File: src/rv_isa_pkg.sv
`default_nettype none

package rv_isa_pkg;

    localparam int ilen = 32;
    localparam int alen = 32;
    localparam int xlen = 32;

    localparam int reg_count = 32;
    localparam int reg_idx_w = 5;

    // major opcodes, instr[6:2]
    typedef enum logic [4:0] {
        LOAD      = 5'b00_000,
        MISC_MEM  = 5'b00_011,
        OP_IMM    = 5'b00_100,
        AUIPC     = 5'b00_101,
        OP_IMM_32 = 5'b00_110,
        STORE     = 5'b01_000,
        OP        = 5'b01_100,
        LUI       = 5'b01_101,
        OP_32     = 5'b01_110,
        BRANCH    = 5'b11_000,
        JALR      = 5'b11_001,
        JAL       = 5'b11_011,
        SYSTEM    = 5'b11_100
    } opcode_e;

    // listed in priority order, highest first after none
    typedef enum logic [1:0] {
        none           = 2'd0,
        fetch_fault    = 2'd1,
        compressed     = 2'd2,
        illegal_opcode = 2'd3
    } exc_cause_e;

endpackage

`default_nettype wire

File: src/rv_pipe_pkg.sv
`default_nettype none

package rv_pipe_pkg;

    // fetch to decode, 98 bits
    typedef struct packed {
        logic                          valid;
        logic                          fetch_fault;
        logic [rv_isa_pkg::ilen-1:0]   instr;
        logic [rv_isa_pkg::alen-1:0]   pc;
        logic [rv_isa_pkg::alen-1:0]   next_pc;
    } fetch_pkt_t;

    // forwarding source, 38 bits
    typedef struct packed {
        logic                             valid;
        logic [rv_isa_pkg::reg_idx_w-1:0] idx;
        logic [rv_isa_pkg::xlen-1:0]      data;
    } bypass_t;

    // writeback command doubles as the late bypass
    typedef bypass_t wb_t;

    typedef struct packed {
        logic                             valid;
        logic                             exception;
        rv_isa_pkg::exc_cause_e           cause;
        logic                             is_compressed;
        logic                             is_jump;
        logic                             is_reg_write;
        logic [rv_isa_pkg::alen-1:0]      pc;
        logic [rv_isa_pkg::alen-1:0]      next_pc;
        rv_isa_pkg::opcode_e              opcode;
        logic [rv_isa_pkg::reg_idx_w-1:0] rd;
        logic [2:0]                       funct3;
        logic [rv_isa_pkg::reg_idx_w-1:0] rs1;
        logic [rv_isa_pkg::reg_idx_w-1:0] rs2;
        logic [6:0]                       funct7;
        logic [rv_isa_pkg::xlen-1:0]      rs1_data;
        logic [rv_isa_pkg::xlen-1:0]      rs2_data;
        logic [11:0]                      i_imm;   // instr[31:20]
        logic [11:0]                      s_imm;
        logic [19:0]                      u_imm;   // instr[31:12]
        logic [19:0]                      j_imm;   // imm[20:1]
    } decode_pkt_t;

endpackage

`default_nettype wire

File: src/rv_skid_stage.sv
`timescale 1ns/1ns
`default_nettype none

module rv_skid_stage (
    input  wire                          clk,
    input  wire                          rst_n,
    input  wire                          flush,
    input  wire rv_pipe_pkg::fetch_pkt_t fetch_in,
    input  wire                          next_stalled,
    output rv_pipe_pkg::fetch_pkt_t      skid_out,
    output logic                         stall_prev,
    output logic                         stall_next
);

    rv_pipe_pkg::fetch_pkt_t buf_q;
    logic                    full_q;
    logic                    buf_we;
    logic                    buf_rd;

    // capture only a packet that fetch handed over while decode is held
    assign buf_we = next_stalled && !full_q && fetch_in.valid && !flush;
    // decode takes the buffered packet once the hold drops
    assign buf_rd = full_q && !next_stalled;

    always_ff @(posedge clk or negedge rst_n) begin
        if (!rst_n) begin
            full_q <= 1'b0;
        end else if (flush) begin
            full_q <= 1'b0;
        end else if (buf_we) begin
            full_q <= 1'b1;
        end else if (buf_rd) begin
            full_q <= 1'b0;
        end
    end

    always_ff @(posedge clk) begin
        if (buf_we) begin
            buf_q <= fetch_in;
        end
    end

    assign skid_out   = full_q ? buf_q : fetch_in;
    assign stall_prev = full_q;          // fetch holds its packet while we are full
    assign stall_next = next_stalled;

    // a new packet while full would have nowhere to go
    a_fetch_holds_when_full: assert property (
        @(posedge clk) disable iff (!rst_n)
        stall_prev |=> $stable(fetch_in)
    );

endmodule

`default_nettype wire

File: src/rv_regfile.sv
`timescale 1ns/1ns
`default_nettype none

module rv_regfile (
    input  wire                                   clk,
    input  wire                                   rst_n,
    input  wire rv_pipe_pkg::wb_t                 wb,
    input  wire [rv_isa_pkg::reg_idx_w-1:0]       rs1_sel,
    input  wire [rv_isa_pkg::reg_idx_w-1:0]       rs2_sel,
    output logic [rv_isa_pkg::xlen-1:0]           rs1_data,
    output logic [rv_isa_pkg::xlen-1:0]           rs2_data
);

    // x0 has no storage
    logic [rv_isa_pkg::xlen-1:0] regs [1:rv_isa_pkg::reg_count-1];

    always_ff @(posedge clk or negedge rst_n) begin
        if (!rst_n) begin
            for (int i = 1; i < rv_isa_pkg::reg_count; i++) begin
                regs[i] <= '0;
            end
        end else if (wb.valid && wb.idx != '0) begin
            regs[wb.idx] <= wb.data;
        end
    end

    // old value during a same-cycle write, the writeback bypass covers it
    always_comb begin
        if (rs1_sel == '0) begin
            rs1_data = '0;
        end else begin
            rs1_data = regs[rs1_sel];
        end
    end

    always_comb begin
        if (rs2_sel == '0) begin
            rs2_data = '0;
        end else begin
            rs2_data = regs[rs2_sel];
        end
    end

endmodule

`default_nettype wire

File: src/rv_decode_stage.sv
`timescale 1ns/1ns
`default_nettype none

module rv_decode_stage (
    input  wire                              clk,
    input  wire                              rst_n,
    input  wire                              flush,
    input  wire                              hold,
    input  wire rv_pipe_pkg::fetch_pkt_t     skid_out,
    input  wire rv_pipe_pkg::bypass_t        exec_bypass,
    input  wire rv_pipe_pkg::wb_t            wb,
    output logic [rv_isa_pkg::reg_idx_w-1:0] rs1_sel,
    output logic [rv_isa_pkg::reg_idx_w-1:0] rs2_sel,
    input  wire [rv_isa_pkg::xlen-1:0]       rs1_data,
    input  wire [rv_isa_pkg::xlen-1:0]       rs2_data,
    output rv_pipe_pkg::decode_pkt_t         dec_out
);

    logic [rv_isa_pkg::ilen-1:0] instr;
    logic [4:0]                  op_raw;
    logic                        op_known;
    rv_pipe_pkg::decode_pkt_t    next_pkt;
    rv_pipe_pkg::decode_pkt_t    pkt_q;
    logic                        valid_q;

    // index 0, then exec, then writeback, then the array
    function automatic logic [rv_isa_pkg::xlen-1:0] pick_operand(
        input logic [rv_isa_pkg::reg_idx_w-1:0] idx,
        input logic [rv_isa_pkg::xlen-1:0]      rf_data,
        input rv_pipe_pkg::bypass_t             ex,
        input rv_pipe_pkg::wb_t                 wr
    );
        if (idx == '0)
            return '0;
        if (ex.valid && ex.idx == idx)
            return ex.data;
        if (wr.valid && wr.idx == idx)
            return wr.data;
        return rf_data;
    endfunction

    assign instr   = skid_out.instr;
    assign op_raw  = instr[6:2];
    assign rs1_sel = instr[19:15];
    assign rs2_sel = instr[24:20];

    always_comb begin
        case (op_raw)
            rv_isa_pkg::LOAD, rv_isa_pkg::MISC_MEM, rv_isa_pkg::OP_IMM,
            rv_isa_pkg::AUIPC, rv_isa_pkg::OP_IMM_32, rv_isa_pkg::STORE,
            rv_isa_pkg::OP, rv_isa_pkg::LUI, rv_isa_pkg::OP_32,
            rv_isa_pkg::BRANCH, rv_isa_pkg::JALR, rv_isa_pkg::JAL,
            rv_isa_pkg::SYSTEM: op_known = 1'b1;
            default:            op_known = 1'b0;
        endcase
    end

    always_comb begin
        next_pkt.valid   = skid_out.valid;
        next_pkt.pc      = skid_out.pc;
        next_pkt.next_pc = skid_out.next_pc;
        next_pkt.opcode  = rv_isa_pkg::opcode_e'(op_raw);
        next_pkt.rd      = instr[11:7];
        next_pkt.funct3  = instr[14:12];
        next_pkt.rs1     = instr[19:15];
        next_pkt.rs2     = instr[24:20];
        next_pkt.funct7  = instr[31:25];

        next_pkt.i_imm = instr[31:20];
        next_pkt.s_imm = {instr[31:25], instr[11:7]};
        next_pkt.u_imm = instr[31:12];
        next_pkt.j_imm = {instr[31], instr[19:12], instr[20], instr[30:21]};

        if (skid_out.fetch_fault)
            next_pkt.cause = rv_isa_pkg::fetch_fault;
        else if (instr[1:0] != 2'b11)
            next_pkt.cause = rv_isa_pkg::compressed;   // no RVC decoder
        else if (!op_known)
            next_pkt.cause = rv_isa_pkg::illegal_opcode;
        else
            next_pkt.cause = rv_isa_pkg::none;
        next_pkt.exception = (next_pkt.cause != rv_isa_pkg::none);

        next_pkt.is_compressed = (instr[1:0] != 2'b11);
        next_pkt.is_jump       = (instr[6:5] == 2'b11);   // branch, jal, jalr, system
        next_pkt.is_reg_write  = op_raw != rv_isa_pkg::STORE
                              && op_raw != rv_isa_pkg::BRANCH
                              && op_raw != rv_isa_pkg::SYSTEM
                              && op_raw != rv_isa_pkg::MISC_MEM
                              && !next_pkt.exception;

        next_pkt.rs1_data = pick_operand(rs1_sel, rs1_data, exec_bypass, wb);
        next_pkt.rs2_data = pick_operand(rs2_sel, rs2_data, exec_bypass, wb);
    end

    always_ff @(posedge clk or negedge rst_n) begin
        if (!rst_n) begin
            valid_q <= 1'b0;
        end else if (flush) begin
            valid_q <= 1'b0;
        end else if (!hold) begin
            valid_q <= skid_out.valid;
        end
    end

    always_ff @(posedge clk) begin
        if (!hold) begin
            pkt_q <= next_pkt;
        end
    end

    always_comb begin
        dec_out       = pkt_q;
        dec_out.valid = valid_q;
    end

    // a packet we cannot take yet has to wait on our input
    a_held_input_kept: assert property (
        @(posedge clk) disable iff (!rst_n)
        (hold && skid_out.valid && !flush) |=> $stable(skid_out)
    );

endmodule

`default_nettype wire

File: src/rv_decode_front.sv
`timescale 1ns/1ns
`default_nettype none

module rv_decode_front (
    input  wire                           clk,
    input  wire                           rst_n,
    input  wire                           flush,
    input  wire rv_pipe_pkg::fetch_pkt_t  fetch_in,
    input  wire                           next_stalled,
    input  wire rv_pipe_pkg::bypass_t     exec_bypass,
    input  wire rv_pipe_pkg::wb_t         wb,
    output wire                           stall_prev,
    output wire rv_pipe_pkg::decode_pkt_t dec_out
);

    wire rv_pipe_pkg::fetch_pkt_t         skid_out;
    wire                                  stall_next;
    wire [rv_isa_pkg::reg_idx_w-1:0]      rs1_sel;
    wire [rv_isa_pkg::reg_idx_w-1:0]      rs2_sel;
    wire [rv_isa_pkg::xlen-1:0]           rs1_data;
    wire [rv_isa_pkg::xlen-1:0]           rs2_data;

    rv_skid_stage u_skid (
        .clk          (clk),
        .rst_n        (rst_n),
        .flush        (flush),
        .fetch_in     (fetch_in),
        .next_stalled (next_stalled),
        .skid_out     (skid_out),
        .stall_prev   (stall_prev),
        .stall_next   (stall_next)
    );

    rv_regfile u_regfile (
        .clk      (clk),
        .rst_n    (rst_n),
        .wb       (wb),
        .rs1_sel  (rs1_sel),
        .rs2_sel  (rs2_sel),
        .rs1_data (rs1_data),
        .rs2_data (rs2_data)
    );

    // hold comes from the skid stage, which owns the stall decision
    rv_decode_stage u_decode (
        .clk         (clk),
        .rst_n       (rst_n),
        .flush       (flush),
        .hold        (stall_next),
        .skid_out    (skid_out),
        .exec_bypass (exec_bypass),
        .wb          (wb),
        .rs1_sel     (rs1_sel),
        .rs2_sel     (rs2_sel),
        .rs1_data    (rs1_data),
        .rs2_data    (rs2_data),
        .dec_out     (dec_out)
    );

endmodule

`default_nettype wire

File: config.mk
export PLATFORM = sky130hd
export DESIGN_NAME = rv_decode_front
export DESIGN_NICKNAME = d
export VERILOG_FILES = /design/src/rv_isa_pkg.sv /design/src/rv_pipe_pkg.sv /design/src/rv_skid_stage.sv /design/src/rv_regfile.sv /design/src/rv_decode_stage.sv /design/src/rv_decode_front.sv
export SDC_FILE = /design/constraint.sdc
export NUM_CORES = 2
export LEC_CHECK = 0
export BUFFER_PORTS_ARGS = -buffer_cell sky130_fd_sc_hd__clkbuf_2
export CORE_AREA = 2 2 320 385
export DETAILED_ROUTE_END_ITERATION = 6
export DIE_AREA = 0 0 322 387
export PLACE_DENSITY_LB_ADDON = 0.15
export SYNTH_ARGS = -nofsm -noshare
export SYNTH_HDL_FRONTEND = slang
export SYNTH_HIERARCHICAL = 1
export SYNTH_SLANG_ARGS = --single-unit
File: constraint.sdc
create_clock -name clk -period 8.15 [get_ports clk]
set_input_delay 1.2225 -clock clk [delete_from_list [all_inputs] [get_ports clk]]
set_output_delay 1.2225 -clock clk [all_outputs]
set_load 0.05 [all_outputs]
After elaboration in Yosys (flattened, before gate mapping)
Memory sizes are Yosys's and may differ from the RTL's.
Cells that the tools add are included.

storage, ports and cells
  input port bits = 178
  memory bits (read-only) = 32
  memory bits (writable) = 0
  memories = 1
  latch bits = 0
  word-level logic and storage cells = 143
  register bits = 1320
  output and inout bits = 230

memory list
  name              depth  bits a word  read ports  clocked after Yosys merged registers in  write ports  line                   text
  (name not given)  32     1            1           0                                        0            rv_decode_stage.sv:48  case (op_raw)

cells by class
  eq/ne operators = 11
  divide/modulo/power cells = 0
  $mul = 0
  bitwise logic cells = 3
  shifts and indexed selects = 0
  mux-type cells = 44
  magnitude comparators = 4
  add/sub/neg operators = 0
  reduce and logical (&&, ||, !) cells = 23

operators with widths
  cell                number
  $bwmux 992          1
  $mux 32             19
  $bmux 32 s5         2
  $demux 32 s5        1
  $mux 98             1
  $eq 5x5->1          4
  $ge 6x6->1 const B  3
  $not 5->6           3
  $mux 1              17
  $logic_and 1x1->1   14
  $logic_not 5->1     2
  $ne 5x5->1 const B  2
  $lt 6x1->1 const B  1
  $mux 2              3
  $ne 5x2->1 const B  1
  $ne 5x4->1 const B  1
  $reduce_bool 5->1   1
  $logic_not 1->1     4
  $ne 2x2->1 const B  2
  $reduce_bool 3->1   1
  $eq 2x2->1 const B  1
  $reduce_bool 2->1   1

Logic depth before layout (Yosys ltp)
  word-level depth = 10
  gate-level depth with buffers = 15

By module
Netlist, hierarchy kept.

modules (own cells, without submodules)
  module           cells an instance  instances  area each (sq um)
  rv_regfile       4066               1          53385.0
  rv_decode_stage  641                1          7898.8
  rv_skid_stage    215                1          4674.5

Worst setup path after synthesis
No wires, ideal clock.

  kind = input -> register
  start = in flush
  end = reg u_skid/buf_q[0] (netlist name) (enable)
  slack = 2.128 ns
  stages = 2
  path buffers = 0
  data arrival time = 5.467 ns
  library setup time = 0.555 ns
  cell sequence = nand2b_1 -> nor2_1

on the way
  cells in the longest elaborated chain, start to end = 2

RTL lines
  element               line                  text
  from (decl)           rv_decode_front.sv:7  input wire flush,
  $logic_not 1->1       rv_skid_stage.sv:21   assign buf_we = next_stalled && !full_q && fetch_in.valid && !flush;
  $logic_and 1x1->1     rv_skid_stage.sv:21
  via u_skid.buf_we     rv_skid_stage.sv:17   logic buf_we;
  to (signal assigned)  rv_skid_stage.sv:39   buf_q <= fetch_in;
  to (decl)             rv_skid_stage.sv:15   rv_pipe_pkg::fetch_pkt_t buf_q;

The timed path passes the listed nets, and every way through them passes these cells.
A chain may end at the register's enable or synchronous reset.

==> flow_summary.ini <==
[run_status]
status = finished clean

[synthesis]
synth-async-reset-ratio = 0.791
yosys.area.top_type_share = 0.377
yosysTopAreaCell = dfrtp_1
post-synth-top-count-cell = mux2_2
synth_edf_count = 262
yosysWarningCount = 6
synth-main-ff-cell = dfrtp_1
yosysSeqAreaShare = 0.496
synth-seq-cells = 1256
syn-num-nets = 5103
netlist_instances = 4922
postSynthAreaPerCell_sq_um = 13.4
synth_cell_type_count = 59
netlist_top_cells_area = dfrtp_1 (38%), mux2_2 (18%), edfxtp_1 (12%)
netlist_area_sq_um = 66000
synthTopCellsByCount = mux2_2 (1,041), dfrtp_1 (994), mux2i_1 (578)

[worst_setup_path]
start_kind = flip-flop
cp_max_fo = 50
crit_top_cell = buf_4
cp_cell_sequence = buf_4 > mux2_8 > xnor2_1 > nand4_4 > buf_4 > or3_1 > a311oi_1
cp.arrival_ps = 5410
endpoint_kind = flip-flop
crit_family = simple AND/OR/NAND/NOR gates
crit_slowest_cell = nand4_4
crit_buf_inv = 2
critPathKind = reg2reg
worst_path_largest_cell_delay_ps = 900
cp.required_ps = 8710

[finish]
area_growth_pct = 10.1
layout-drive-gt1-share = 0.405
nNetsFinal = 5175
fillers = 9443
final_cells = 6661
finalCoreUtilization = 0.601

[hold_path]
hp-class = reg2reg

[clocking]
ctsResizeCount = 0
cts_hold_buffers = 0
cts_buffers = 135
htree_num_levels = 4
clk_latency_ps = 800
clk_pin_slew_ps = 60
cts_root_buf = clkbuf_16
cts_setup_buffers = 0
cts_max_path_buffers = 3
clock_sinks = 1256
cts_tree = yes

[timing]
timing_worst_slew_pin_value_ps = 1240
rsz0062_at_grt = false
fmax_mhz = 207
post-route-period-util = 0.594
hold_violations = 0
fin_setup_tns_ps = 0
final.setup_skew_ps = 36.8
setup_viol = 0
min_period_ps = 4840
slew_violations = 0
relSlewSlack = 0.172

[grt]
met3_usage = 0.0949
gr-usage-met1 = 0.454
antenna_found_initial = 17
track_usage = 0.349
grt_use_met2 = 0.535
grt_pass1_vias = 45700
grt_max_degree = 169
grt_pass1_wl_microns = 316000
grt-busiest-layer = met2
grt_overflow = 0

[placement]
routabilityCongestion = 0.876
dpl.hpwl_microns = 131000
dpl.cell_count = 6419
io_buffers = 407

[routing]
wl_per_cell_microns = 33.2
viasPerCell = 6.93
initialDrtViolationCount = 5467
via_count = 46100
drtPass1Iterations = 6
drcViolationCount = 0
ant_nets = 0
wl_microns = 221000

[die]
core_region_area_sq_um = 121000
initial_utilization = 0.546
ios = 408
num_rows = 140
die_w_microns = 322
dieArea_sq_um = 125000
die_h_microns = 387

[pwr]
power.leakage_nw = 31.7
peakVddDrop_v = 0.000209
p_per_area_nw_per_um2 = 254

[job]
cap_viol_max_count = 0
logic make-up (layout without fill, tap and decap cells):
| family | count (synthesis) | count (layout) | synth area share |
|---|---|---|---|
| buffers and inverters | 580 | 752 | 0.0470 |
| multiplexers | 1923 | 1923 | 0.345 |
| AO/OA/AOI/OAI | 645 | 645 | 0.0675 |
| XOR/XNOR | 20 | 20 | 0.00266 |
| adder cells (fa/ha/maj) | 3 | 3 | 0.000569 |
| flip-flops | 1256 | 1256 | 0.496 |
| other | 0 | 5 | 0 |
| AND/OR/NAND/NOR | 495 | 495 | 0.0411 |
final timing paths:
path / start / to / slack [ps] / depth (start not counted)
setup / recovery: u_skid/stall_prev$_DFFE_PN0P_ / u_decode/dec_out[93]$_SDFFCE_PN0N_ / 3310 / 7
hold / removal: u_regfile/regs[900]$_DFFE_PN0P_ / u_regfile/regs[900]$_DFFE_PN0P_ / 510 / 1
max in group asynchronous: rst_n / u_regfile/regs[688]$_DFFE_PN0P_ / 5870 / 3
hold reg to reg: u_regfile/regs[900]$_DFFE_PN0P_ / u_regfile/regs[900]$_DFFE_PN0P_ / 510 / 1
min in group asynchronous: rst_n / u_regfile/regs[750]$_DFFE_PN0P_ / 530 / 1
setup reg to reg: u_skid/stall_prev$_DFFE_PN0P_ / u_decode/dec_out[93]$_SDFFCE_PN0N_ / 3310 / 7
cell type report:
class | instances | area [sq um] | area share
diodes | 5 | 12.5 | 0.000172
inverters | 4 | 22.5 | 0.000310
repair buffers | 511 | 2950 | 0.0406
clock inverters | 41 | 492 | 0.00677
clock buffers | 196 | 3980 | 0.0547
multi-input cells | 3086 | 30500 | 0.420
flip-flops and latches | 1256 | 32700 | 0.451
well taps | 1562 | 1950 | 0.0269
sequential cells by signal, summed over array words and instances, names as in the netlist:
register / count
u_regfile/regs: 992
u_decode/dec_out: 164
u_skid/buf_q: 98
u_decode/valid_q: 1
u_skid/stall_prev: 1
power by group:
part	leakage [nW]	switching (mW)	internal [mW]	total, mW
combinational	14.3	2.02	1.83	3.85
clock	2.19	2.59	3.69	6.28
sequential	15.2	0.793	7.51	8.30
total	31.7	5.40	13.0	18.4
per-layer routing:
| metal | part of all wire | wire length [microns] |
|---|---|---|
| met2 | 0.45 | 99800 |
| met3 | 0.10 | 22400 |
| met4 | 0.057 | 12500 |
| met1 | 0.39 | 86100 |
| met5 | 0.00057 | 125 |
metrics by stage:
step	power (mW)	hold WS, ps	setup slack [ps]	cell area, sq um
final	18.4	510	3310	72600
after detailed placement	12.2	496	3330	68200
after global routing	19.1	526	3270	72600
after CTS	18.4	510	3410	72600
after floorplan	11.0	470	2130	66000
after global placement	12.1	484	3370	68200
placed cells by master, fill, tap and decap left out, types with 128 or more instances in the layout:
cell type	count
clkbuf_16	138
nor3_1	195
dfrtp_1	993
mux2i_1	578
mux2_2	1041
o22ai_1	288
clkbuf_2	406
edfxtp_1	262
mux4_2	128
worst reg2reg max path, stage by stage, from the launching register on:
cell and delay (ps):
dfrtp_4 630, buf_4 580, mux2_8 700, xnor2_1 430
nand4_4 900, buf_4 580, or3_1 410, a311oi_1 390
Power figures use the tool's default switching activity.
